File: config.mk
export PLATFORM = sky130hd
export DESIGN_NAME = bridge_readback
export DESIGN_NICKNAME = d
export VERILOG_FILES = /design/src/logic/core_pkg.sv /design/src/logic/bridge_readback.sv
export SDC_FILE = /design/constraint.sdc
export NUM_CORES = 1
export LEC_CHECK = 0
export ABC_AREA = 0
export BUFFER_PORTS_ARGS = -buffer_cell sky130_fd_sc_hd__buf_2
export CAP_MARGIN = 20
export CORE_MARGIN = 2
export CORE_UTILIZATION = 45
export DETAILED_ROUTE_END_ITERATION = 16
export GPL_TIMING_DRIVEN = 0
export PLACE_DENSITY = 0.83
export SLEW_MARGIN = 15
export SYNTH_ARGS = -nofsm -noshare
export SYNTH_HDL_FRONTEND = slang
export SYNTH_SLANG_ARGS = --single-unit
File: constraint.sdc
create_clock -name clk_74a -period 1.9 [get_ports clk_74a]
set_input_delay 0 -clock clk_74a [delete_from_list [all_inputs] [get_ports clk_74a]]
set_output_delay 0 -clock clk_74a [all_outputs]
set_load 0.01 [all_outputs]
File: src/logic/core_pkg.sv
/*
  core support package
  shared widths, bridge addresses and audio constants for the host-side logic
*/
`default_nettype none

package core_pkg;

  ////////////////////////////////////////
  // bridge bus
  localparam int BRIDGE_W = 32;

  ////////////////////////////////////////
  // program rom, word addressed, byte written
  // default depth, the top level may override it
  localparam int ROM_ADDR_W      = 14;
  localparam int ROM_WORD_W      = 16;
  localparam int ROM_BYTE_ADDR_W = ROM_ADDR_W + 1;

  // upper address bits of the program write window
  localparam logic [BRIDGE_W-1:0] ROM_WINDOW_BASE = 32'h1000_0000;

  // host readback map
  localparam logic [BRIDGE_W-1:0] RB_PGM_ADDR   = 32'h0000_0000;
  localparam logic [BRIDGE_W-1:0] RB_PGM_DATA   = 32'h0000_0004;
  localparam logic [BRIDGE_W-1:0] RB_BYTE_COUNT = 32'h0000_0008;

  ////////////////////////////////////////
  // audio
  // 74.25 mhz * 245760 / 742500 = 24.576 mhz toggle rate, so 12.288 mhz mclk
  localparam int MCLK_STEP        = 245760;
  localparam int MCLK_MODULUS     = 742500;
  // mclk toggles per bit clock period, sclk = mclk / 4
  localparam int SCLK_DIV_TOGGLES = 8;
  localparam int I2S_SLOT_W       = 32;
  localparam int SAMPLE_W         = 16;
  // one buzzer at full level, top two bits clear for headroom
  localparam logic [I2S_SLOT_W-1:0] BUZZER_LEVEL = 32'h3FFF_FFFF;

endpackage

`default_nettype wire

File: src/logic/bridge_readback.sv
/*
  bridge readback
  host view of the fetch port and the loaded-byte counter,
  registered one cycle after bridge_rd
*/
`default_nettype none

module bridge_readback
  import core_pkg::*;
#(
  parameter int ROM_ADDR_W = core_pkg::ROM_ADDR_W
) (
  input  wire                  clk_74a,
  input  wire                  rst_n,
  input  wire [BRIDGE_W-1:0]   bridge_addr,
  input  wire                  bridge_rd,
  input  wire [ROM_ADDR_W-1:0] pgm_addr,
  input  wire [ROM_WORD_W-1:0] pgm_data,
  input  wire                  rom_wr_en,
  output logic [BRIDGE_W-1:0]  bridge_rd_data
);

  logic [BRIDGE_W-1:0] byte_count;
  logic [BRIDGE_W-1:0] rd_sel;

  // one count per rom byte write since reset
  always_ff @(posedge clk_74a)
  begin
    if (!rst_n)
      byte_count <= '0;
    else if (rom_wr_en)
      byte_count <= byte_count + 1'b1;
  end

  ////////////////////////////////////////
  // address decode
  always_comb
  begin
    case (bridge_addr)
      RB_PGM_ADDR:
        rd_sel = BRIDGE_W'(pgm_addr);
      RB_PGM_DATA:
        rd_sel = BRIDGE_W'(pgm_data);
      RB_BYTE_COUNT:
        rd_sel = byte_count;
      // unmapped reads as zero
      default:
        rd_sel = '0;
    endcase
  end

  // holds until the next read
  always_ff @(posedge clk_74a)
  begin
    if (!rst_n)
      bridge_rd_data <= '0;
    else if (bridge_rd)
      bridge_rd_data <= rd_sel;
  end

endmodule

`default_nettype wire

==> results.cfg <==
[global_route]
grt_usage_pct = 21.2
grt_pass1_wl_mm = 13.0
grt_pass1_vias = 2908
overflow = 0
grt_max_degree = 12
grt_antenna_before_repair = 0

[worst_setup_path]
crit_type = flop to flop
reg2reg_from = byte_count[0]
startpoint_type = flop
cp_max_fo = 8
crit_arrival_ns = 2.08
worstPathRequired_ns = 2.18
regToRegEndpoint = byte_count[30]
rrSetupSlack_ns = 0.1
rr_worst_depth = 6
endpoint_kind = flop

[synthesis]
synth-xor-area-share_pct = 3.85
synth_cells = 383
synth-compound-area-share_pct = 14.5
syn_area_per_cell_um2 = 8.31
postSynthRegisterBits = 64
synthesis.area_um2 = 3180
synth_enable_flop_cells = 0
muxShareOfSynthArea_pct = 5.03
async_reset_ff_share_pct = 0
synth_most_common_cell = dfxtp_1
synthTopCellsByArea = dfxtp_1 (40%), a21oi_1 (7.6%), mux2i_1 (5.0%)
yosysTopAreaCell = dfxtp_1
synthAdderAreaFrac_pct = 0.393
synth_top_family_by_area = simple AND/OR/NAND/NOR gates
ys_seq_area_share_pct = 40.3
synthSimpleGateAreaFrac_pct = 31.6
ys_warn_count = 0
ys_types = 33
synth_ff_type = dfxtp_1
yosys.area.top_type_share_pct = 40.3
synthTopCellsByCount = dfxtp_1 (64), a21oi_1 (48), nand3_1 (27)
synth_nets = 450

[routing]
avgRoutedWirePerCell_um = 14.3
vias = 3244
final_antenna_net_count = 0
route.detailed.drc = 0
viasPerCell = 5.48
first_pass_iters = 5
drt-total-wl_mm = 8.50
drt_iter0_markers = 257

[timing]
final_hold_viol_count = 0
fin_crit_sh_pct = 94.8
finalClockSkew_ns = 0.00829
finalSetupTns_ns = 0
fin_crit_ns = 1.80
finalSetupViolations = 0
holdWs_ns = 0.0141
tightest_slew_ns = 0.552
slew_headroom_pct = 63.1
max_freq_mhz = 555
slew_viol_final = 0

[power]
p_per_area_nw_per_um2 = 744
p_leak_nw = 1.56
irDropWorstVdd_uv = 349

[hold_path]
hold_start = rom_wr_en
hold-path-endpoint = byte_count[0]
holdPathStages = 3
hold_class = primary input to flop

[final_layout]
fillCellCount = 608
layout.nets = 558
drive_gt1_share_pct = 28.4
final_core_util_pct = 59.9
design_area_um2 = 4090
area_growth_pct = 28.5
num_antenna_cells = 0

[job]
cap_violations = 0

[placed_design]
hpwl_mm = 6.20
place_area_um2 = 3770
gp_congestion = 0.804
io_buffers = 94

[die]
dieArea_um2 = 7760
die_x_um = 88.1
fp.dieH_um = 88.1
ios = 98
initial_core_util_pct = 46.6
core_area_um2 = 6830
fp-row-count = 30

[clock_network]
clk_latency_ns = 0.34
clock-root-buffer = clkbuf_8
tritoncts = done
clkTransAtPathRegs_ns = 0.07
clock-sinks = 64
clk_path_buf_depth = 2
cts.htree.levels = 3
cts_made_buffers = 9

[status]
status = complete, no violations
layout make-up:
cell class | count | area (µm²) | area share, %
Multi-Input combinational cell | 287 | 1780 | 43.6
Sequential cell | 64 | 1300 | 31.7
Timing Repair Buffer | 97 | 495 | 12.1
Clock buffer | 11 | 151 | 3.70
Buffer | 28 | 125 | 3.06
Tap cell | 96 | 120 | 2.94
Clock inverter | 5 | 103 | 2.51
Inverter | 4 | 15.0 | 0.367
worst max-delay path by stage:
| stage | slack, ns | from | depth (start not counted) | to |
|---|---|---|---|---|
| floorplan | 0.23 | byte_count[0] | 5 | byte_count[30] |
| global placement | -0.006 | byte_count[0] | 5 | byte_count[28] |
| detailed placement | -0.06 | byte_count[0] | 5 | byte_count[30] |
| CTS | 0.01 | byte_count[6] | 6 | byte_count[21] |
| global route | -0.01 | byte_count[1] | 6 | byte_count[30] |
| finish | 0.1 | byte_count[0] | 6 | byte_count[30] |
per-layer routing:
metal  part of all wire, %  GRT usage [%]
met1                    42           26.2
met2                    50           36.4
met3                   5.0           4.52
met4                   2.2           7.99
met5                     0              0
logic make-up after synthesis:
| group | Yosys count |
|---|---|
| multiplexers | 16 |
| XOR/XNOR | 14 |
| buffers and inverters | 32 |
| adder cells (fa/ha/maj) | 1 |
| AO/OA/AOI/OAI | 80 |
| flip-flops | 64 |
| AND/OR/NAND/NOR | 176 |
critical path, stage by stage (launching register included):
cell and delay [ns]:
dfxtp_4 0.37, ha_2 0.20, and3_4 0.23, nand4_1 0.12, buf_4 0.19, or4_1 0.49, a21oi_2 0.14
placed cells by master, fill, tap and decap left out, drive strengths merged, types with 11 or more instances in the layout:
cell    count
nor2       25
buf       110
mux2i      16
o21ai      11
clkbuf     25
or3        19
o31ai      12
or4        21
dfxtp      64
a21oi      48
nand3      27
nand2      23
nand2b     25
where the power goes:
part / internal, W / switching (W) / total (W) / leakage (nW)
Combinational: 0.000102 / 0.000108 / 0.000210 / 0.915
Clock: 0.000941 / 0.000539 / 0.00148 / 0.126
Sequential: 0.00135 / 0.00000650 / 0.00135 / 0.521
Total: 0.00239 / 0.000653 / 0.00304 / 1.56
state kept, by name (all words and copies together), names as in the netlist:
| name | count |
|---|---|
| bridge_rd_data | 32 |
| byte_count | 32 |
metrics by stage:
step / total power [W] / cells / worst slack [ns]
floorplan: 0.00149 / 383 / 0.234
global placement: 0.00158 / 573 / -0.00606
detailed placement: 0.00159 / 573 / -0.0607
CTS: 0.00304 / 592 / 0.0115
global route: 0.00313 / 592 / -0.0142
finish: 0.00304 / 592 / 0.0979
what timing repair did:
item | in CTS | in global routing
endpoints found under the setup margin | 7 | 13
pin swaps | 2 | 0
resized for setup | 0 | 20
endpoints found under the hold margin | 1 | 0
hold buffers | 1 | 0
setup buffers | 2 | 0
Note: power is estimated with default switching activity, not from simulation.
