File: config.mk
export PLATFORM = sky130hd
export DESIGN_NAME = rom_loader
export DESIGN_NICKNAME = d
export VERILOG_FILES = /design/src/logic/core_pkg.sv /design/src/logic/rom_loader.sv
export SDC_FILE = /design/constraint.sdc
export NUM_CORES = 1
export LEC_CHECK = 0
export BUFFER_PORTS_ARGS = -buffer_cell sky130_fd_sc_hd__buf_2
export CAP_MARGIN = 5
export CORE_UTILIZATION = 49
export DETAILED_ROUTE_END_ITERATION = 12
export PLACE_DENSITY = 0.81
export SLEW_MARGIN = 0
export SYNTH_ARGS = -nofsm -noshare
export SYNTH_HDL_FRONTEND = slang
export SYNTH_SLANG_ARGS = --single-unit
File: constraint.sdc
create_clock -name clk_74a -period 3.3 [get_ports clk_74a]
set_clock_uncertainty 0.05 [all_clocks]
set_input_delay 0.495 -clock clk_74a [delete_from_list [all_inputs] [get_ports clk_74a]]
set_output_delay 0.495 -clock clk_74a [all_outputs]
set_load 0.05 [all_outputs]
File: src/logic/core_pkg.sv
/*
  core support package
  shared widths, bridge addresses and audio constants for the host-side logic
*/
`default_nettype none

package core_pkg;

  ////////////////////////////////////////
  // bridge bus
  localparam int BRIDGE_W = 32;

  ////////////////////////////////////////
  // program rom, word addressed, byte written
  // default depth, the top level may override it
  localparam int ROM_ADDR_W      = 14;
  localparam int ROM_WORD_W      = 16;
  localparam int ROM_BYTE_ADDR_W = ROM_ADDR_W + 1;

  // upper address bits of the program write window
  localparam logic [BRIDGE_W-1:0] ROM_WINDOW_BASE = 32'h1000_0000;

  // host readback map
  localparam logic [BRIDGE_W-1:0] RB_PGM_ADDR   = 32'h0000_0000;
  localparam logic [BRIDGE_W-1:0] RB_PGM_DATA   = 32'h0000_0004;
  localparam logic [BRIDGE_W-1:0] RB_BYTE_COUNT = 32'h0000_0008;

  ////////////////////////////////////////
  // audio
  // 74.25 mhz * 245760 / 742500 = 24.576 mhz toggle rate, so 12.288 mhz mclk
  localparam int MCLK_STEP        = 245760;
  localparam int MCLK_MODULUS     = 742500;
  // mclk toggles per bit clock period, sclk = mclk / 4
  localparam int SCLK_DIV_TOGGLES = 8;
  localparam int I2S_SLOT_W       = 32;
  localparam int SAMPLE_W         = 16;
  // one buzzer at full level, top two bits clear for headroom
  localparam logic [I2S_SLOT_W-1:0] BUZZER_LEVEL = 32'h3FFF_FFFF;

endpackage

`default_nettype wire

File: src/logic/rom_loader.sv
/*
  program rom loader
  catches 32-bit bridge writes in the program window and replays them
  as four byte writes, most significant byte first
*/
`default_nettype none

module rom_loader
  import core_pkg::*;
#(
  parameter int ROM_ADDR_W = core_pkg::ROM_ADDR_W
) (
  input  wire                clk_74a,
  input  wire                rst_n,
  input  wire [BRIDGE_W-1:0] bridge_addr,
  input  wire                bridge_wr,
  input  wire [BRIDGE_W-1:0] bridge_wr_data,
  output logic               rom_wr_en,
  output logic [ROM_ADDR_W:0] rom_wr_addr,
  output logic [7:0]         rom_wr_byte
);

  localparam int BYTE_AW = ROM_ADDR_W + 1;

  logic                win_wr;
  logic                busy;
  logic [1:0]          byte_cnt;
  logic [BRIDGE_W-1:0] word_q;
  logic [BYTE_AW-1:0]  addr_q;

  // window hit, upper bits only
  assign win_wr = bridge_wr &&
                  (bridge_addr[BRIDGE_W-1:BYTE_AW] == ROM_WINDOW_BASE[BRIDGE_W-1:BYTE_AW]);

  ////////////////////////////////////////
  // busy window, four cycles per accepted write
  always_ff @(posedge clk_74a)
  begin
    if (!rst_n)
    begin
      busy     <= 1'b0;
      byte_cnt <= 2'd0;
    end
    else if (busy)
    begin
      byte_cnt <= byte_cnt + 2'd1;
      // last byte going out now
      if (byte_cnt == 2'd3)
        busy <= 1'b0;
    end
    else if (win_wr)
    begin
      busy     <= 1'b1;
      byte_cnt <= 2'd0;
    end
  end

  // word and offset latch, then walk msb first
  // writes landing while busy are dropped
  always_ff @(posedge clk_74a)
  begin
    if (busy)
    begin
      word_q <= {word_q[BRIDGE_W-9:0], 8'h00};
      addr_q <= addr_q + 1'b1;
    end
    else if (win_wr)
    begin
      word_q <= bridge_wr_data;
      addr_q <= bridge_addr[BYTE_AW-1:0];
    end
  end

  assign rom_wr_en   = busy;
  assign rom_wr_addr = addr_q;
  assign rom_wr_byte = word_q[BRIDGE_W-1 -: 8];

endmodule

`default_nettype wire

==> run_results.csv <==
group,metric,value,unit
cts,path_clk_slew,0.09,ns
cells_and_area,instances_no_fill,322,
setup_path,path_max_fanout,39,
global_route,track_usage,17.9,%
route,viasPerCell,5.38,
setup_path,critical_path_class,"primary input to flip-flop",
cts,clkLatencyLatePin,0.30,ns
placed_design,dp_hpwl,3.16,mm
synth,synthCells,187,
cells_and_area,syn_to_final_growth,21.3,%
route,drt-initial-drc-count,79,
sta,fmax,483,MHz
setup_path,r2r_end,"rom_wr_addr[14]",
synth,yosys-top-cells-area,"edfxtp_1 (49%), a22o_1 (12%), dfxtp_1 (9.3%)",
sta,setup_viol,0,
cells_and_area,nFillCells,365,
cts,hold_buffers,0,
setup_path,startpoint_type,"primary input",
route,wl,4.39,mm
setup_path,worstPathArrival,1.97,ns
run_status,status,"complete, no violations",
flow_run,max-cap-violations,0,
floorplan,pin_count,91,
global_route,overflow,0,
setup_path,cp.required,3.19,ns
cts,cts-resized-gates,0,
global_route,grt_antenna_before_repair,0,
route,vias,1731,
floorplan,rows,24,
route,detail_route.first_pass.iterations,4,
floorplan,die_w,71.6,µm
power_and_ir_drop,vdd_drop_max,0.239,mV
setup_path,worstReg2RegStart,"rom_wr_addr[0]",
floorplan,die_area,0.00512,mm²
sta,relSlewSlack,63.3,%
placed_design,gp_congestion,0.791,
cts,numCtsBuffers,5,
synth,ys_warn_count,0,
synth,avgSynthCellArea,12.7,µm²
power_and_ir_drop,total_power,1.09,mW
cells_and_area,drive_above_1_share,41.5,%
cells_and_area,n_antenna_cell,0,
global_route,grt_max_degree,56,
power_and_ir_drop,power.leakage,1.14,nW
synth,synth_top_area_share,49.4,%
synth,ys_types,29,
hold_path,hold_depth,2,
cts,cts_tree,"done",
route,wl_per_cell,13.6,µm
cells_and_area,finalNetCount,338,
placed_design,dp.cells,314,
route,drc,0,
synth,syn-num-nets,256,
sta,finalCritPeriodShare,62.8,%
route,ant_nets,0,
sta,worst_slew_pin_slew,0.550,ns
cts,clock-root-buffer,"clkbuf_8",
setup_path,end_kind,"flip-flop",
floorplan,start_util,52.7,%
synth,yosysTopAreaCell,"edfxtp_1",
sta,rsz0062_at_grt,"false",
hold_path,hold_end,"word_q[1]",
global_route,grt_pass1_vias,1645,
synth,synth-seq-cells,50,
placed_design,port_buffers,90,
synth,synth_area,0.00237,mm²
cts,clkSinkCount,50,
sta,drv_slew,0,
setup_path,reg2reg_slack,1.46,ns
sta,fin_crit,2.07,ns
cells_and_area,multi_input_area,827,µm²
setup_path,reg2reg_depth,5,
hold_path,holdCritPathClass,"primary input to flip-flop",
cts,htreeDepth,2,
cells_and_area,ff_latch_area,0.00139,mm²
cts,clockBufferDepth,2,
synth,yosysSeqAreaShare,58.6,%
sta,tns,0,ns
global_route,grt_pass1_wl,7.11,mm
sta,final_hold_viol_count,0,
power_and_ir_drop,p_per_area,381,mW/mm²
floorplan,fp.dieH,71.6,µm
cts,cts_setup_buffers,0,
floorplan,core,0.00450,mm²
hold_path,holdCritStartpoint,"bridge_wr_data[1]",
[logic make-up after synthesis]
kind of cell    share of synthesized area, %
xor+xnor                                4.43
simple gates                            12.0
buf+inv                                 6.49
fa+ha+maj                               1.05
compound gates                          16.9
flops                                   58.6
mux                                    0.475
[report_power, final]
part           internal [mW]  switching [mW]
registers              0.671       0.0000125
logic                 0.0329          0.0187
clock network          0.173           0.199
[worst max-delay path by stage]
stage,start,end,slack [ns],cells past startpoint
2_1_floorplan,bridge_addr[22],rom_wr_addr[0],0.82,5
3_3_place_gp,bridge_addr[29],rom_wr_addr[4],0.98,6
3_5_place_dp,bridge_addr[25],word_q[26],0.89,6
4_1_cts,bridge_addr[25],word_q[12],1.20,6
5_1_grt,bridge_addr[25],rom_wr_addr[5],1.12,6
6_report,bridge_addr[25],rom_wr_addr[5],1.23,6
[placed cells by master, fill, tap and decap left out, drive strengths merged, types with 2 or more instances in the layout]
cell	netlist	layout
buf	13	93
edfxtp	39	39
a22o	32	32
nor2	18	18
a21oi	13	13
dfxtp	11	11
xnor2	10	10
nand2	8	8
clkbuf	5	6
nor4	5	5
inv	5	5
nand3	5	5
nor3	5	5
nand4	3	3
nor4b	2	2
xor2	2	2
o21ai	2	2
ha	2	2
clkinv	0	2
[per-stage QoR]
step                worst slack, ns  hold slack, ns  instance area, µm²  utilization [%]
global route                   1.12           0.335                2880             63.9
detailed placement            0.893           0.418                2780             61.6
finish                         1.23           0.346                2880             63.9
floorplan                     0.820           0.398                2370                -
global placement              0.978           0.413                2780             61.6
CTS                            1.20           0.334                2880             63.9
[cell usage after synthesis]
| library cell | n |
|---|---|
| nor4b_1 | 2 |
| edfxtp_1 | 39 |
| nand3_2 | 1 |
| nand3_1 | 4 |
| xor2_1 | 2 |
| a22o_1 | 32 |
| o2111ai_1 | 1 |
| a211oi_2 | 1 |
| o21ai_0 | 2 |
| a221o_1 | 1 |
| nand4_1 | 2 |
| o21a_1 | 1 |
| nand2_1 | 8 |
| buf_6 | 5 |
| nor4_2 | 5 |
| xnor2_1 | 10 |
| nor3_4 | 1 |
| ha_1 | 2 |
| dfxtp_1 | 11 |
| inv_1 | 5 |
| clkbuf_1 | 5 |
| mux2_2 | 1 |
| nor3_1 | 4 |
| nor2b_1 | 1 |
| o31ai_1 | 1 |
| a21oi_1 | 13 |
| buf_4 | 8 |
| nor2_1 | 18 |
| nand4_4 | 1 |
[state kept, by name, summed over array words and instances (netlist names)]
| register | cells |
|---|---|
| word_q | 32 |
| rom_wr_en | 1 |
| byte_cnt | 2 |
| rom_wr_addr | 15 |
[critical path: stages]
cell	delay [ns]
buf_2	0.10
nor4b_1	0.33
nand2_1	0.19
o21a_1	0.33
inv_1	0.09
buf_4	0.42
[layer usage]
layer  vias to the layer above  part of all wire [%]  GRT usage (%)
met5                         -                     0              0
met4                         0                   1.4           6.54
met3                         7                   4.2           2.95
met2                        59                    49           31.2
met1                       796                    45           22.5
li1                        869                     -              -
[area by class of cell]
cell class,instances,area share (%)
flip-flops and latches,50,48.4
multi-input cells,114,28.8
well taps,52,2.26
clock inverters,2,0.609
clock buffers,6,2.87
repair buffers,93,16.4
inverters,5,0.652
(Power assumes the default switching activity.)
