==> config.mk <==
export PLATFORM = sky130hd
export DESIGN_NAME = i2s_clock_gen
export DESIGN_NICKNAME = d
export VERILOG_FILES = /design/src/logic/core_pkg.sv /design/src/logic/i2s_clock_gen.sv
export SDC_FILE = /design/constraint.sdc
export NUM_CORES = 1
export LEC_CHECK = 0
export ABC_AREA = 0
export BUFFER_PORTS_ARGS = -buffer_cell sky130_fd_sc_hd__buf_4
export CAP_MARGIN = 25
export CORE_MARGIN = 5
export CORE_UTILIZATION = 40
export DETAILED_ROUTE_END_ITERATION = 10
export GPL_ROUTABILITY_DRIVEN = 0
export GPL_TIMING_DRIVEN = 0
export PLACE_DENSITY = 0.62
export SETUP_SLACK_MARGIN = 0.05
export SLEW_MARGIN = 10
export SYNTH_ARGS = -nofsm -noshare
export SYNTH_HDL_FRONTEND = slang
export SYNTH_SLANG_ARGS = --single-unit
==> constraint.sdc <==
create_clock -name clk_74a -period 4.2 [get_ports clk_74a]
set_input_delay 0.63 -clock clk_74a [delete_from_list [all_inputs] [get_ports clk_74a]]
set_output_delay 0.63 -clock clk_74a [all_outputs]
set_load 0.005 [all_outputs]
==> src/logic/core_pkg.sv <==
/*
  core support package
  shared widths, bridge addresses and audio constants for the host-side logic
*/
`default_nettype none

package core_pkg;

  ////////////////////////////////////////
  // bridge bus
  localparam int BRIDGE_W = 32;

  ////////////////////////////////////////
  // program rom, word addressed, byte written
  // default depth, the top level may override it
  localparam int ROM_ADDR_W      = 14;
  localparam int ROM_WORD_W      = 16;
  localparam int ROM_BYTE_ADDR_W = ROM_ADDR_W + 1;

  // upper address bits of the program write window
  localparam logic [BRIDGE_W-1:0] ROM_WINDOW_BASE = 32'h1000_0000;

  // host readback map
  localparam logic [BRIDGE_W-1:0] RB_PGM_ADDR   = 32'h0000_0000;
  localparam logic [BRIDGE_W-1:0] RB_PGM_DATA   = 32'h0000_0004;
  localparam logic [BRIDGE_W-1:0] RB_BYTE_COUNT = 32'h0000_0008;

  ////////////////////////////////////////
  // audio
  // 74.25 mhz * 245760 / 742500 = 24.576 mhz toggle rate, so 12.288 mhz mclk
  localparam int MCLK_STEP        = 245760;
  localparam int MCLK_MODULUS     = 742500;
  // mclk toggles per bit clock period, sclk = mclk / 4
  localparam int SCLK_DIV_TOGGLES = 8;
  localparam int I2S_SLOT_W       = 32;
  localparam int SAMPLE_W         = 16;
  // one buzzer at full level, top two bits clear for headroom
  localparam logic [I2S_SLOT_W-1:0] BUZZER_LEVEL = 32'h3FFF_FFFF;

endpackage

`default_nettype wire

==> src/logic/i2s_clock_gen.sv <==
/*
  i2s clock generator
  fractional accumulator for the 12.288 mhz master clock, divided down
  to the bit clock with a one-cycle pulse on each falling bit-clock edge
*/
`default_nettype none

module i2s_clock_gen
  import core_pkg::*;
(
  input  wire  clk_74a,
  input  wire  rst_n,
  output logic audio_mclk,
  output logic audio_sclk,
  output logic sclk_fall
);

  localparam int ACC_W    = $clog2(MCLK_MODULUS + MCLK_STEP);
  localparam int HALF_TOG = SCLK_DIV_TOGGLES / 2;
  localparam int TOG_W    = $clog2(HALF_TOG);

  logic [ACC_W-1:0] accum;
  logic [ACC_W-1:0] acc_sum;
  logic             mclk_tog;
  logic [TOG_W-1:0] tog_cnt;
  logic             sclk_tog;

  // mclk edge whenever the sum crosses the modulus
  assign acc_sum  = accum + ACC_W'(MCLK_STEP);
  assign mclk_tog = (acc_sum >= ACC_W'(MCLK_MODULUS));
  // sclk edge on every HALF_TOG-th mclk edge
  assign sclk_tog = mclk_tog && (tog_cnt == TOG_W'(HALF_TOG - 1));

  ////////////////////////////////////////
  always_ff @(posedge clk_74a)
  begin
    if (!rst_n)
    begin
      accum      <= '0;
      audio_mclk <= 1'b0;
      tog_cnt    <= '0;
      audio_sclk <= 1'b0;
      sclk_fall  <= 1'b0;
    end
    else
    begin
      accum <= mclk_tog ? acc_sum - ACC_W'(MCLK_MODULUS) : acc_sum;
      // high while sclk sits in its first low cycle
      sclk_fall <= sclk_tog && audio_sclk;
      if (mclk_tog)
      begin
        audio_mclk <= ~audio_mclk;
        tog_cnt    <= sclk_tog ? '0 : tog_cnt + 1'b1;
      end
      if (sclk_tog)
        audio_sclk <= ~audio_sclk;
    end
  end

endmodule

`default_nettype wire

==> results by group <==
Synth
  – Yosys cell types: 41
  – EDFF count, synth: 0
  – Fraction of registers with async set/reset: 0%
  – Synthesized instance count: 157
  – Post-synthesis sequential element count: 23
  – Post-Syn Area: 1330 um2
  – Post-synth top flop: dfxtp_1
  – Syn_area_per_cell: 8.45 um2
  – Mapped Nets: 164
  – Synth warnings: 0
  – Sequential area share after synthesis: 34.7%

STA
  – Final Hold Viols: 0
  – Fmax: 0.379 GHz
  – Setup TNS: 0 ns
  – Worst-margin pin slew: 0.598 ns
  – # setup viols final: 0
  – Clock Skew: 0.00581 ns
  – Slew headroom: 59.6%
  – Max-slew violations: 0
  – Fin crit share: 62.8%
  – RSZ-0062 raised after global routing: false
  – Final min period: 2.64 ns
  – Setup WS post-layout: 1.56 ns

Floorplan
  – I/O Pins: 5
  – Starting density of the core: 40.4%
  – Die width: 67.6 um
  – # rows: 21
  – Die height: 67.6 um
  – Placeable Area: 3280 um2
  – Die ar.: 4570 um2

Clocking
  – CTS root buf: clkbuf_4
  – CTS sink cnt: 23
  – CTS clk-pin slew, worst paths: 0.13 ns
  – Clock buffer depth: 2
  – CTS tree: built
  – Cts hold-fix bufs: 0
  – Resized cells post-CTS: 0
  – H-tree depth: 1
  – Post-CTS Setup Bufs: 0
  – CTS Buf Count: 3
  – Clock latency on the worst-skew pair: 0.31 ns

Placement
  – Number of port buffers: 4
  – Post-placement cell area: 1410 um2
  – Pre-CTS setup slack: 1.58 ns
  – DP HPWL: 2010 um

Worst hold path
  – Worst hold path type: flop to flop
  – Hold worst-path end: sclk_fall
  – WHS Path Cells: 2
  – Min-delay src: audio_sclk

Pwr
  – Leakage Power: 0.605 nW
  – Flop pwr share: 34.7%
  – Switching Power: 0.508 mW
  – Worst VDD drop: 0.000332 V
  – Power share of the clock group: 9.4%
  – Power Dens Cells: 777 nW/um2
  – Final total power: 1.12 mW
  – Logic pwr share: 55.9%
  – Sw Share: 45.1%
  – Int Pwr: 0.617 mW

Setup path
  – Arrival time of the worst setup path: 2.86 ns
  – Setup crit end kind: flop
  – CP cell instances: inv_1 -> ha_1 -> nor3b_1 -> xnor2_1 -> a221oi_1 -> a311oi_4 -> buf_6 -> a21oi_1 -> a31o_2
  – Delay-heaviest family, CP: compound AO/OA/AOI/OAI gates
  – CP startpoint kind: flop
  – RR Startpoint: accum[14]
  – Slowest stage delay, CP: 0.50 ns
  – Reg2Reg Capture Point: accum[10]
  – CP Max Fanout: 10
  – Critical Path Start: accum[14]
  – Worst reg2reg setup slack: 1.56 ns
  – Critical path type: flop to flop
  – Required @ worst endpoint: 4.42 ns
  – Worst path bufs/invs: 2
  – Slowest CP cell: nor3b_1
  – Reg2Reg Depth: 9

Global route
  – Vias in the first global route: 1113
  – Total track usage: 14.2%
  – Initial antenna violation count: 0
  – Global-route wire length before repair: 4980 um
  – Largest net degree at the start of global routing: 14
  – GR Overflow Total: 0

Route
  – TritonRoute pass-1 iters: 4
  – Drt initial violations: 64
  – Final wirelength: 2770 um
  – Vias per Instance: 5.34
  – Drc violations: 0
  – Vias: 1132
  – Post-route ant nets: 0
  – WL/cell: 13.1 um

Cells and area
  – Ant diodes: 0
  – Layout cell share with drive strength beyond 1: 13.3%
  – Fin nets: 174
  – Multi-input logic area: 798 um2
  – Design Area, Final: 1450 um2
  – Sequential Area: 460 um2
  – Area Growth Syn to Fin: 9.06%
  – Fillers: 324
  – Post-layout util: 44.0%

Run status
  – Status: finished, final reports clean

Flow run
  – MaxCap Viol Count: 0
routing by layer:
layer,vias up,global-route usage [%],part of all wire [%]
li1,576,-,-
met1,536,18.0,47
met2,14,23.3,49
met3,6,2.66,2.6
met4,0,6.08,1.6
met5,-,0,0
worst reg2reg max path, stage by stage, from the launching register on:
cell,delay (ns)
dfxtp_1,0.40
inv_1,0.11
ha_1,0.18
nor3b_1,0.50
xnor2_1,0.27
a221oi_1,0.16
a311oi_4,0.43
buf_6,0.21
a21oi_1,0.08
a31o_2,0.21
synth_stat cells, types with 2 or more instances:
master | number | area, um2
nand2b_1 | 10 | 62.6
a31o_2 | 4 | 35.0
nand3_1 | 8 | 40.0
mux2i_1 | 6 | 60.1
dfxtp_1 | 23 | 460
a21o_1 | 3 | 22.5
nor3_1 | 2 | 10.0
nand2_1 | 18 | 67.6
xnor2_1 | 5 | 43.8
clkbuf_1 | 3 | 11.3
o21ai_0 | 5 | 25.0
nor2_1 | 14 | 52.6
a21oi_1 | 13 | 65.1
ha_1 | 5 | 62.6
a211oi_1 | 2 | 15.0
buf_6 | 2 | 22.5
a221o_1 | 2 | 20.0
inv_1 | 6 | 22.5
a31oi_1 | 2 | 12.5
xor2_1 | 3 | 26.3
metrics by stage:
stage,hold slack [ns],instances
floorplan,0.440,157
global route,0.497,212
global placement,0.451,207
CTS,0.481,211
finish,0.479,212
detailed placement,0.460,207
sequential cells by signal (all words and copies together), names as in the netlist:
| signal | flops |
|---|---|
| sclk_fall | 1 |
| audio_sclk | 1 |
| accum | 18 |
| tog_cnt | 2 |
| audio_mclk | 1 |
cells by family (layout without fill, tap and decap cells):
| group | Yosys count | in the layout | share of synthesized area, % |
|---|---|---|---|
| AO/OA/AOI/OAI | 40 | 40 | 21.6 |
| XOR/XNOR | 8 | 8 | 5.28 |
| adder cells (fa/ha/maj) | 5 | 5 | 4.72 |
| buffers and inverters | 13 | 22 | 5.09 |
| flip-flops | 23 | 23 | 34.7 |
| multiplexers | 6 | 6 | 4.53 |
| AND/OR/NAND/NOR | 62 | 62 | 24.1 |
placed cells by master (no fill, tap or decap), drive strengths merged:
master and instances:
o41ai 1, nor3b 2, nand4 1, xor2 3, and3 1, a311oi 1
a21bo 1, clkbuf 7, a221o 2, or4 1, clkinv 1, dfxtp 23
a21o 3, mux2i 6, a31oi 2, xnor2 5, nor2 14, a22oi 1
nand2 18, nand3b 1, o21ai 6, or4b 1, a211oi 2, a21oi 13
and2 1, o311ai 1, buf 7, a221oi 1, inv 7, o31ai 1
nor3 2, ha 5, nand2b 10, or3 1, and3b 1, a31o 5
nand3 8
cell type report:
cell class / count / share of cell area (%)
multi-input cells: 121 / 55.2
flip-flops and latches: 23 / 31.8
well taps: 46 / 3.98
plain buffers: 6 / 2.85
repair buffers: 5 / 2.42
inverters: 7 / 1.82
clock buffers: 3 / 1.56
clock inverters: 1 / 0.346
how the worst max path moves through the flow:
| stage | to | slack [ns] | depth (start not counted) |
|---|---|---|---|
| floorplan | accum[8] | 1.87 | 7 |
| global placement | accum[7] | 1.70 | 9 |
| detailed placement | accum[7] | 1.58 | 9 |
| CTS | accum[7] | 1.57 | 9 |
| global route | accum[5] | 1.31 | 9 |
| finish | accum[10] | 1.56 | 9 |
power by group through the flow:
stage               logic (mW)  clock network (mW)  registers [mW]
finish                   0.629               0.105           0.390
global placement         0.613                   0           0.388
floorplan                0.515                   0           0.371
global route             0.708               0.118           0.406
CTS                      0.630               0.109           0.389
detailed placement       0.626                   0           0.393
Note: power is estimated with default switching activity, not from simulation.
