--- src/logic/core_pkg.sv ---
/*
  core support package
  shared widths, bridge addresses and audio constants for the host-side logic
*/
`default_nettype none

package core_pkg;

  ////////////////////////////////////////
  // bridge bus
  localparam int BRIDGE_W = 32;

  ////////////////////////////////////////
  // program rom, word addressed, byte written
  // default depth, the top level may override it
  localparam int ROM_ADDR_W      = 14;
  localparam int ROM_WORD_W      = 16;
  localparam int ROM_BYTE_ADDR_W = ROM_ADDR_W + 1;

  // upper address bits of the program write window
  localparam logic [BRIDGE_W-1:0] ROM_WINDOW_BASE = 32'h1000_0000;

  // host readback map
  localparam logic [BRIDGE_W-1:0] RB_PGM_ADDR   = 32'h0000_0000;
  localparam logic [BRIDGE_W-1:0] RB_PGM_DATA   = 32'h0000_0004;
  localparam logic [BRIDGE_W-1:0] RB_BYTE_COUNT = 32'h0000_0008;

  ////////////////////////////////////////
  // audio
  // 74.25 mhz * 245760 / 742500 = 24.576 mhz toggle rate, so 12.288 mhz mclk
  localparam int MCLK_STEP        = 245760;
  localparam int MCLK_MODULUS     = 742500;
  // mclk toggles per bit clock period, sclk = mclk / 4
  localparam int SCLK_DIV_TOGGLES = 8;
  localparam int I2S_SLOT_W       = 32;
  localparam int SAMPLE_W         = 16;
  // one buzzer at full level, top two bits clear for headroom
  localparam logic [I2S_SLOT_W-1:0] BUZZER_LEVEL = 32'h3FFF_FFFF;

endpackage

`default_nettype wire

--- src/logic/i2s_serializer.sv ---
/*
  i2s serializer
  mixes the two buzzer levels into one sample and shifts it out
  msb first, one slot after each word-select rise
*/
`default_nettype none

module i2s_serializer
  import core_pkg::*;
(
  input  wire  clk_74a,
  input  wire  rst_n,
  input  wire  sclk_fall,
  input  wire  buzzer1,
  input  wire  buzzer2,
  output logic audio_lrck,
  output logic audio_dac
);

  localparam int SLOT_CNT_W = $clog2(I2S_SLOT_W);
  // active part of one buzzer level
  localparam logic [SAMPLE_W-1:0] LEVEL_ACT = BUZZER_LEVEL[I2S_SLOT_W-1 -: SAMPLE_W];

  logic [SAMPLE_W-1:0]   mix_act;
  logic [I2S_SLOT_W-1:0] sample;
  logic [SLOT_CNT_W-1:0] slot_cnt;
  logic [I2S_SLOT_W-1:0] shifter;

  ////////////////////////////////////////
  // mixer
  // summed over the active bits only, both on gives 7ffe
  assign mix_act = (buzzer1 ? LEVEL_ACT : '0) + (buzzer2 ? LEVEL_ACT : '0);
  // dummy slots padded with zero
  assign sample  = {mix_act, {(I2S_SLOT_W - SAMPLE_W){1'b0}}};

  ////////////////////////////////////////
  // slot engine, advances on falling sclk
  always_ff @(posedge clk_74a)
  begin
    if (!rst_n)
    begin
      slot_cnt   <= '0;
      audio_lrck <= 1'b0;
      audio_dac  <= 1'b0;
      // clean shifter keeps the first frame silent
      shifter    <= '0;
    end
    else if (sclk_fall)
    begin
      audio_dac <= shifter[I2S_SLOT_W-1];
      slot_cnt  <= slot_cnt + 1'b1;
      if (slot_cnt == SLOT_CNT_W'(I2S_SLOT_W - 1))
      begin
        // channel switch
        audio_lrck <= ~audio_lrck;
        // new word only ahead of the lrck-high half
        if (!audio_lrck)
          shifter <= sample;
      end
      else if (slot_cnt < SLOT_CNT_W'(SAMPLE_W))
      begin
        // 16 active bits, then zeros reach the msb
        shifter <= {shifter[I2S_SLOT_W-2:0], 1'b0};
      end
    end
  end

endmodule

`default_nettype wire

--- config.mk ---
export PLATFORM = sky130hd
export DESIGN_NAME = i2s_serializer
export DESIGN_NICKNAME = d
export VERILOG_FILES = /design/src/logic/core_pkg.sv /design/src/logic/i2s_serializer.sv
export SDC_FILE = /design/constraint.sdc
export NUM_CORES = 1
export LEC_CHECK = 0
export BUFFER_PORTS_ARGS = -buffer_cell sky130_fd_sc_hd__buf_2
export CAP_MARGIN = 20
export CORE_UTILIZATION = 55
export DETAILED_ROUTE_END_ITERATION = 16
export PLACE_DENSITY = 0.75
export RECOVER_POWER = 25
export REMOVE_ABC_BUFFERS = 1
export SLEW_MARGIN = 20
export SYNTH_ARGS = -nofsm -noshare
export SYNTH_HDL_FRONTEND = slang
export SYNTH_SLANG_ARGS = --single-unit
--- constraint.sdc ---
create_clock -name clk_74a -period 4.7 [get_ports clk_74a]
set_clock_uncertainty 0.05 [all_clocks]
set_input_delay 0.235 -clock clk_74a [delete_from_list [all_inputs] [get_ports clk_74a]]
set_output_delay 0.235 -clock clk_74a [all_outputs]
set_load 0.01 [all_outputs]
==> out/qor.yml, run 1 <==
grt.overflow.total: 0
worstPathCellList: "ha_1, and3_1, ha_1, nand2_1, o211ai_1, mux2i_1"
path_buf_inv: 0
slew_viol_final: 0
ys_types: 23
clock.fmax_ghz: 0.4503
fin_setup_tns_ns: 0
period_share_pct: 47.25
crit_required_ns: 4.85
synth-edff-count: 0
cp_common_cell: "ha_1"
slew_headroom_pct: 21.37
firstDrtPassIters: 7
synth_top_area_share_pct: 42.74
slowest_delay_ns: 0.58
synth_most_common_cell: "dfxtp_1"
cts.path.max_buffers: 2
vias_per_cell: 5.362
antenna_found_initial: 0
cts.clk_slew.worst_paths_ns: 0.12
cts.sinks: 23
setup_violations: 0
p_comb_share_pct: 6.3
syn_inst: 111
ir_worst_vdd_v: 0.0001876
synth_largest_area_cell: "dfxtp_1"
cts_hold_buf: 0
status: "finished, final reports clean"
mappedNetlistArea_um2: 1077
grt_pass1_vias: 598
worstHoldPathType: "primary input to register"
hold_violations: 0
cpLargestDelayFamily: "adder cells"
reg2reg_from: "slot_cnt[0]"
cts_buffers: 3
cp-startpoint: "slot_cnt[0]"
die_y_um: 46.26
min_period_ns: 2.221
end_kind: "register"
track_usage_pct: 17.91
ant_nets: 0
internal_power_w: 0.0002372
arrival_ns: 2.37
gp_routability_congestion: 0.7179
coreArea_um2: 1783
min-delay-start: "sclk_fall"
crit_type: "register to register"
clkLatencyLatePin_ns: 0.31
p_leak_nw: 0.4511
drive_gt1_share_pct: 8.850
async_reset_ff_share_pct: 0
yosysWarnings: 0
cts_setup_buffers: 0
nets: 123
swShare_pct: 22.82
layout-area-overhead-vs-synth_pct: 3.136
p_sw_w: 0.00007011
cts_tree: "built"
root_buffer: "clkbuf_4"
cts_resized: 0
wl_per_cell_um: 11.67
dp_hpwl_mm: 1.067
portBuffers: 6
synth_ff_type: "dfxtp_1"
p_total_w: 0.0003073
clock_power_share_pct: 29.2
start_util_pct: 60.42
synth_common_cells: "dfxtp_1, nand2_1, mux2i_1"
drcViolationCount: 0
seqPwrFrac_pct: 64.5
rsz0062_at_grt: "no"
io_pins: 7
dieWidth_um: 46.26
crit_path_start_kind: "register"
seq_area_frac_synth_pct: 42.74
drt-total-wl_mm: 1.610
maxCapViolCount: 0
rows: 15
path_max_fanout: 21
synth_area_leaders: "dfxtp_1, mux2i_1, o211ai_1"
dr.first_iter.drc_count: 18
avgSynthCellArea_um2: 9.705
worst_pin_slew_ns: 1.179
dieArea_um2: 2140
htree_levels: 1
p_per_area_nw_per_um2: 276.5
grt_max_degree: 33
dr_total_vias: 740
cp_slowest_cell: "ha_1"
n_fill_cell: 148
ys_ff_latch: 23
antennaDiodeCount: 0
grt_pass1_wl_mm: 2.601
[registers in the layout (all words and copies together), names as in the netlist]
name	count
shifter	16
audio_lrck	1
slot_cnt	5
audio_dac	1
[per-stage QoR]
stage	area, um2	hold slack [ns]	worst slack, ns	instances	util, %
6_report	1111	0.3064	2.479	138	62.32
5_1_grt	1111	0.3163	2.287	138	62.32
3_3_place_gp	1087	0.3958	2.570	134	60.98
4_1_cts	1114	0.2970	2.445	138	62.46
2_1_floorplan	1026	0.3026	2.807	103	-
3_5_place_dp	1087	0.4062	2.457	134	60.98
[routing by layer]
layer  GRT usage [%]  vias to the layer above  part of all wire [%]
met3           4.706                        4                   3.3
met5               0                        -                     0
met2           25.07                       15                    44
met4           12.35                        0                   2.3
met1           23.63                      337                    50
li1                -                      384                     -
[layout by cell type (no fill, tap or decap)]
| cell type | instances |
|---|---|
| and3_1 | 1 |
| nand3_1 | 1 |
| nand3_4 | 1 |
| mux2_2 | 1 |
| nand4b_1 | 1 |
| o211ai_1 | 13 |
| buf_2 | 4 |
| nor2_1 | 7 |
| clkbuf_4 | 3 |
| o21a_1 | 1 |
| mux2i_1 | 18 |
| nand2_1 | 21 |
| xor2_1 | 3 |
| clkbuf_1 | 3 |
| inv_1 | 3 |
| nand4_1 | 1 |
| ha_1 | 4 |
| xnor2_1 | 1 |
| dfxtp_1 | 23 |
| nand3b_1 | 1 |
| a21boi_0 | 1 |
| nand2b_2 | 1 |
[path summary, 6_finish.rpt]
path,to,slack (ns),cells past startpoint
max,shifter[27],2.48,6
max reg2reg,shifter[27],2.48,6
min,slot_cnt[1],0.31,3
min reg2reg,shifter[25],0.42,2
[worst min-delay path, cell delays in order]
cell     delay (ns)
buf_2          0.18
mux2i_1        0.14
nor2_1         0.07
[area by class of cell]
cell class	count	area, um2	area share, %
Tap cell	25	31.28	2.815
Inverter	3	11.26	1.014
Clock buffer	4	26.28	2.365
Timing Repair Buffer	6	27.53	2.477
Sequential cell	23	460.4	41.44
Multi-Input combinational cell	77	554.3	49.89
[power groups by stage]
stage                clock, W  combinational, W  sequential, W
floorplan                   0         0.0000110       0.000202
global placement            0         0.0000194       0.000203
detailed placement          0         0.0000195       0.000203
CTS                 0.0000939         0.0000197       0.000198
global route         0.000102         0.0000220       0.000199
finish              0.0000897         0.0000194       0.000198
[cells by family after synthesis]
logic type / synth area share (%)
and+or+nand+nor: 15.33
DFF: 42.74
muxes: 17.77
AOI/OAI and AO/OA: 10.45
buffers and inverters: 5.807
xor gates and xnor gates: 3.253
adders and majority gates: 4.646
Note: power is estimated with default switching activity, not from simulation.
==> run 2, diff against run 1 <==
clock period = 2.25 ns   (was 4.7 ns; I/O delays follow)
==> out/qor.yml, run 2 (synthesis results as in run 1) <==
largest_reg_flops: 16  # unchanged
cts.clk_slew.worst_paths_ns: 0.12  # about the same
cts_resized: 0  # unchanged
nets: 125  # +1.6%
crit_path_start_kind: "register"
antenna_found_initial: 0  # unchanged
layout-area-overhead-vs-synth_pct: 4.530
die_y_um: 46.26  # unchanged
worstHoldPathType: "primary input to register"
final_cell_mix: "dfxtp_1, nand2_1, mux2i_1"
start_util_pct: 60.42  # unchanged
n_fill_cell: 153  # +3.4%
stdcell_count: 140  # +1.4%
final_common_cell: "dfxtp_1"
vias_per_cell: 5.457  # +1.8%
antennaDiodeCount: 0  # unchanged
cts.path.max_buffers: 2  # unchanged
drt-total-wl_mm: 1.686  # +4.7%
coreArea_um2: 1783  # unchanged
slew_viol_final: 0  # unchanged
cts_tree: "built"
cts_setup_buffers: 0  # unchanged
utilization_pct: 63.16  # +0.84 points
rows: 15  # unchanged
dr.first_iter.drc_count: 14  # -4
worst_pin_slew_ns: 1.201  # +0.02117 ns
status: "finished, final reports clean"
fin_setup_tns_ns: 0  # unchanged
p_per_area_nw_per_um2: 570.9  # +110%
min_period_ns: 1.838  # -0.3831 ns
clock.fmax_ghz: 0.5442  # +21%
period_share_pct: 81.67  # +34 points
end_kind: "register"
crit_required_ns: 2.40  # -2.45 ns
cts.sinks: 23  # unchanged
drive_gt1_share_pct: 10.43  # +1.6 points
grt_pass1_wl_mm: 2.815  # +8.2%
root_buffer: "clkbuf_4"
ant_nets: 0  # unchanged
holdWs_ns: 0.1877  # -0.1188 ns
pre_cts_ws_ns: 0.4447  # -2.012 ns
clkLatencyLatePin_ns: 0.30  # about the same
wl_per_cell_um: 12.04  # +3.2%
io_pins: 7  # unchanged
dr_total_vias: 764  # +3.2%
drcViolationCount: 0  # unchanged
gp_routability_congestion: 0.7424  # +3.4%
track_usage_pct: 18.45  # +0.54 points
ir_worst_vdd_v: 0.0004149  # +120%
slew_headroom_pct: 19.96  # -1.4 points
rsz0062_at_grt: "no"
firstDrtPassIters: 4  # -3
grt_pass1_vias: 647  # +8.2%
grt.overflow.total: 0  # unchanged
hold_violations: 0  # unchanged
maxCapViolCount: 0  # unchanged
dieArea_um2: 2140  # unchanged
dp.cells: 136  # +1.5%
cts_buffers: 3  # unchanged
reg_top3: "shifter x16, slot_cnt x5"
portBuffers: 6  # unchanged
dp_hpwl_mm: 1.175  # +10%
grt_max_degree: 33  # unchanged
arrival_ns: 1.99  # -0.38 ns
cts_hold_buf: 0  # unchanged
dieWidth_um: 46.26  # unchanged
max_flop_register: "shifter"
htree_levels: 1  # unchanged
setup_slack_ns: 0.4124  # -2.067 ns
setup_violations: 0  # unchanged
p_leak_nw: 0.4620  # +2.4%
crit_type: "register to register"
path_max_fanout: 9  # -57%
run 2: cell types whose count changed in the layout (fill, tap and decap cells not counted), sizes merged:
cell,before,now
buf,4,6
run 2: area by class of cell:
class	instances	area (um2)	share of cell area, %
multi-input combinational	77	554.3	49.22
clock buffer	4	26.28	2.333
sequential	23	460.4	40.89
tap	25	31.28	2.778
timing repair buffer	8	42.54	3.778
inverter	3	11.26	1.000
run 2: power by group:
group	internal (W)	switching [W]	leakage (nW)
registers	0.000411	0.00000311	0.186
clock network	0.0000691	0.000119	0.0150
logic	0.0000152	0.0000254	0.261
total	0.000495	0.000148	0.462
run 2: layer usage:
layer  vias to the layer above  wire, um  global-route usage (%)
li1                        392         -                       -
met1                       357       879                   24.94
met2                        11       732                   27.04
met3                         4        34                   3.529
met4                         0        40                   10.59
met5                         -         0                       0
run 2: critical path: stages (launching register included):
cell,delay [ns]
dfxtp_1,0.39
ha_1,0.17
and3_1,0.16
ha_1,0.26
buf_4,0.21
mux2_2,0.35
nand2_1,0.07
mux2i_1,0.08
run 2: stage by stage:
stage          cell area [um2]  total power, W
5_1_grt                   1126       0.0006697
6_report                  1126       0.0006429
4_1_cts                   1129       0.0006461
2_1_floorplan             1026       0.0004457
3_3_place_gp              1102       0.0004630
3_5_place_dp              1102       0.0004645
run 2: final timing paths:
kind / depth (start not counted) / endpoint / slack, ns / from
max: 7 / shifter[30] / 0.41 / slot_cnt[0]
min: 3 / audio_dac / 0.19 / sclk_fall
max reg2reg: 7 / shifter[30] / 0.41 / slot_cnt[0]
min reg2reg: 2 / shifter[24] / 0.42 / shifter[24]
==> run 3, diff against run 2 <==
ABC_AREA = 1   (was not set)
clock period = 1.85 ns   (was 2.25 ns; I/O delays follow)
==> out/qor.yml, run 3 <==
grt_pass1_vias: 776  # +20%
min_path_cells: 3  # unchanged
start_util_pct: 58.16  # -2.3 points
gr-usage-met1_pct: 26.38  # +1.4 points
worstSetupPathDepth: 9  # +2
crit_path_start_kind: "register"
slew_headroom_pct: 75.95  # +56 points
hold_violations: 0  # unchanged
synth_largest_area_cell: "dfxtp_1"
htree_levels: 1  # unchanged
cts.path.max_buffers: 2  # unchanged
async_reset_ff_share_pct: 0  # unchanged
io_pins: 7  # unchanged
nets: 184  # +47%
cts_tree: "built"
met3_usage_pct: 3.396  # -0.13 points
drive_gt1_share_pct: 10.92  # +0.48 points
antenna_found_initial: 0  # unchanged
final_cell_mix: "nor2_1, nand2_1, inv_1"
rsz0062_at_grt: "no"
period_share_pct: 92.16  # +10 points
cts.sinks: 23  # unchanged
clock.fmax_ghz: 0.5865  # +7.8%
holdWs_ns: 0.1065  # -0.08113 ns
end_kind: "register"
firstDrtPassIters: 4  # unchanged
maxCapViolCount: 0  # unchanged
drt-total-wl_mm: 1.986  # +18%
layout-area-overhead-vs-synth_pct: 6.689
grt_busiest_layer: "met2"
n_fill_cell: 211  # +38%
status: "finished, final reports clean"
synth_ff_type: "dfxtp_1"
pre_cts_ws_ns: -0.09894  # -0.5436 ns
cts.clk_slew.worst_paths_ns: 0.13  # about the same
drcViolationCount: 0  # unchanged
setup_slack_ns: 0.1450  # -0.2675 ns
synth_most_common_cell: "nand2_1"
ys_ff_latch: 23  # unchanged
ant_nets: 0  # unchanged
coreArea_um2: 1962  # +10%
path_max_fanout: 15  # +6
cts_buffers: 3  # unchanged
grt_max_degree: 23  # -30%
reg_top3: "shifter x16, slot_cnt x5"
dp_hpwl_mm: 1.269  # +8.0%
synth_top_area_share_pct: 40.35  # -2.4 points
mappedNetlistArea_um2: 1141  # +5.9%
cts_hold_buf: 0  # unchanged
met2_usage_pct: 33.42  # +6.4 points
worstHoldPathType: "primary input to register"
arrival_ns: 1.88  # -0.11 ns
synth_common_cells: "nand2_1, nor2_1, dfxtp_1, inv_1, o21ai_0"
syn_inst: 169  # +52%
cp_common_cell: "nand2_1"
grt.overflow.total: 0  # unchanged
ir_worst_vdd_v: 0.0005136  # +24%
largest_reg_flops: 16  # unchanged
dr.first_iter.drc_count: 13  # -1
yosysWarnings: 0  # unchanged
fin_setup_tns_ns: 0  # unchanged
grt_pass1_wl_mm: 3.229  # +15%
antennaDiodeCount: 0  # unchanged
seq_area_frac_synth_pct: 40.35  # -2.4 points
die_y_um: 47.55  # +2.8%
track_usage_pct: 20.06  # +1.6 points
cpLargestDelayFamily: "simple AND/OR/NAND/NOR gates"
gp_routability_congestion: 0.8936  # +20%
ys_types: 17  # -26%
worstPathCellList: "ha_1, and3_1, ha_4, inv_1, nand2_2, nand3_4, nand2_1, nand2_1, nor2_1"
synth-edff-count: 0  # unchanged
max_flop_register: "shifter"
path_buf_inv: 1  # unchanged
setup_violations: 0  # unchanged
dieWidth_um: 47.55  # +2.8%
crit_type: "register to register"
dieArea_um2: 2261  # +5.7%
portBuffers: 6  # unchanged
rows: 16  # +1
crit_required_ns: 2.02  # -0.38 ns
vias_per_cell: 4.786  # -12%
avgSynthCellArea_um2: 6.752  # -30%
slowest_delay_ns: 0.35  # -0.04 ns
min_period_ns: 1.705  # -0.1325 ns
clkLatencyLatePin_ns: 0.32  # +0.02 ns
p_per_area_nw_per_um2: 746.8  # +31%
dr_total_vias: 962  # +26%
r2r_cells: 9  # +2
slew_viol_final: 0  # unchanged
root_buffer: "clkbuf_4"
p_leak_nw: 0.6201  # +34%
cp_slowest_cell: "dfxtp_2"
wl_per_cell_um: 9.881  # -18%
synth_area_leaders: "dfxtp_1, nand2_1, nor2_1"
worst_pin_slew_ns: 0.3607  # -0.8398 ns
run 3: where the power goes:
group	switching [W]	internal, W
registers	0.0000118	0.000528
clock network	0.000157	0.0000809
logic	0.0000839	0.0000479
run 3: layout make-up:
class	count	area, um2	share of cell area [%]
Timing Repair Buffer	9	51.30	4.214
Clock inverter	1	5.005	0.4111
Clock buffer	3	22.52	1.850
Multi-Input combinational cell	115	556.8	45.73
Sequential cell	23	461.7	37.92
Inverter	23	86.33	7.091
Tap cell	27	33.78	2.775
run 3: worst paths after layout:
path                            slack (ns)        start          end
worst min-delay path                  0.11        rst_n  slot_cnt[0]
worst max register to register        0.14  slot_cnt[0]  shifter[30]
worst min register to register        0.42  shifter[31]    audio_dac
worst max-delay path                  0.14  slot_cnt[0]  shifter[30]
run 3: cell families after synthesis:
logic type	share of synthesized area (%)
flops	40.35
compound gates	9.649
simple gates	31.91
buf+inv	13.71
fa+ha+maj	4.386
run 3: timing repair:
action / 4_1_cts / 5_1_grt
gates resized for setup: 3 / 2
setup endpoints to repair: 15 / 15
pin swaps: 1 / 2
gates cloned: 1 / 0
hold endpoints to repair: 0 / 0
setup buffers: 0 / 0
run 3: stage by stage:
stage               instances  total power (W)  utilization (%)  cell area (um2)
floorplan                 160        0.0006408                -             1071
global placement          196        0.0006724            58.99             1157
detailed placement        196        0.0006770            58.99             1157
CTS                       201        0.0009199            61.54             1207
global route              201        0.0009657            62.05             1217
finish                    201        0.0009092            62.05             1217
run 3: metal layers:
metal  vias up  wire, um  part of all wire [%]
met5         -         0                     0
met4         0        23                   1.2
met3         2        36                   1.8
met2         8       972                    49
met1       428       953                    48
li1        524         -                     -
run 3: worst register-to-register path, delay by kind of cell, from the launching register on:
kind,cells,cell delay [ns]
flops,1,0.35
fa+ha+maj,2,0.40
buf+inv,1,0.12
simple gates,6,0.69
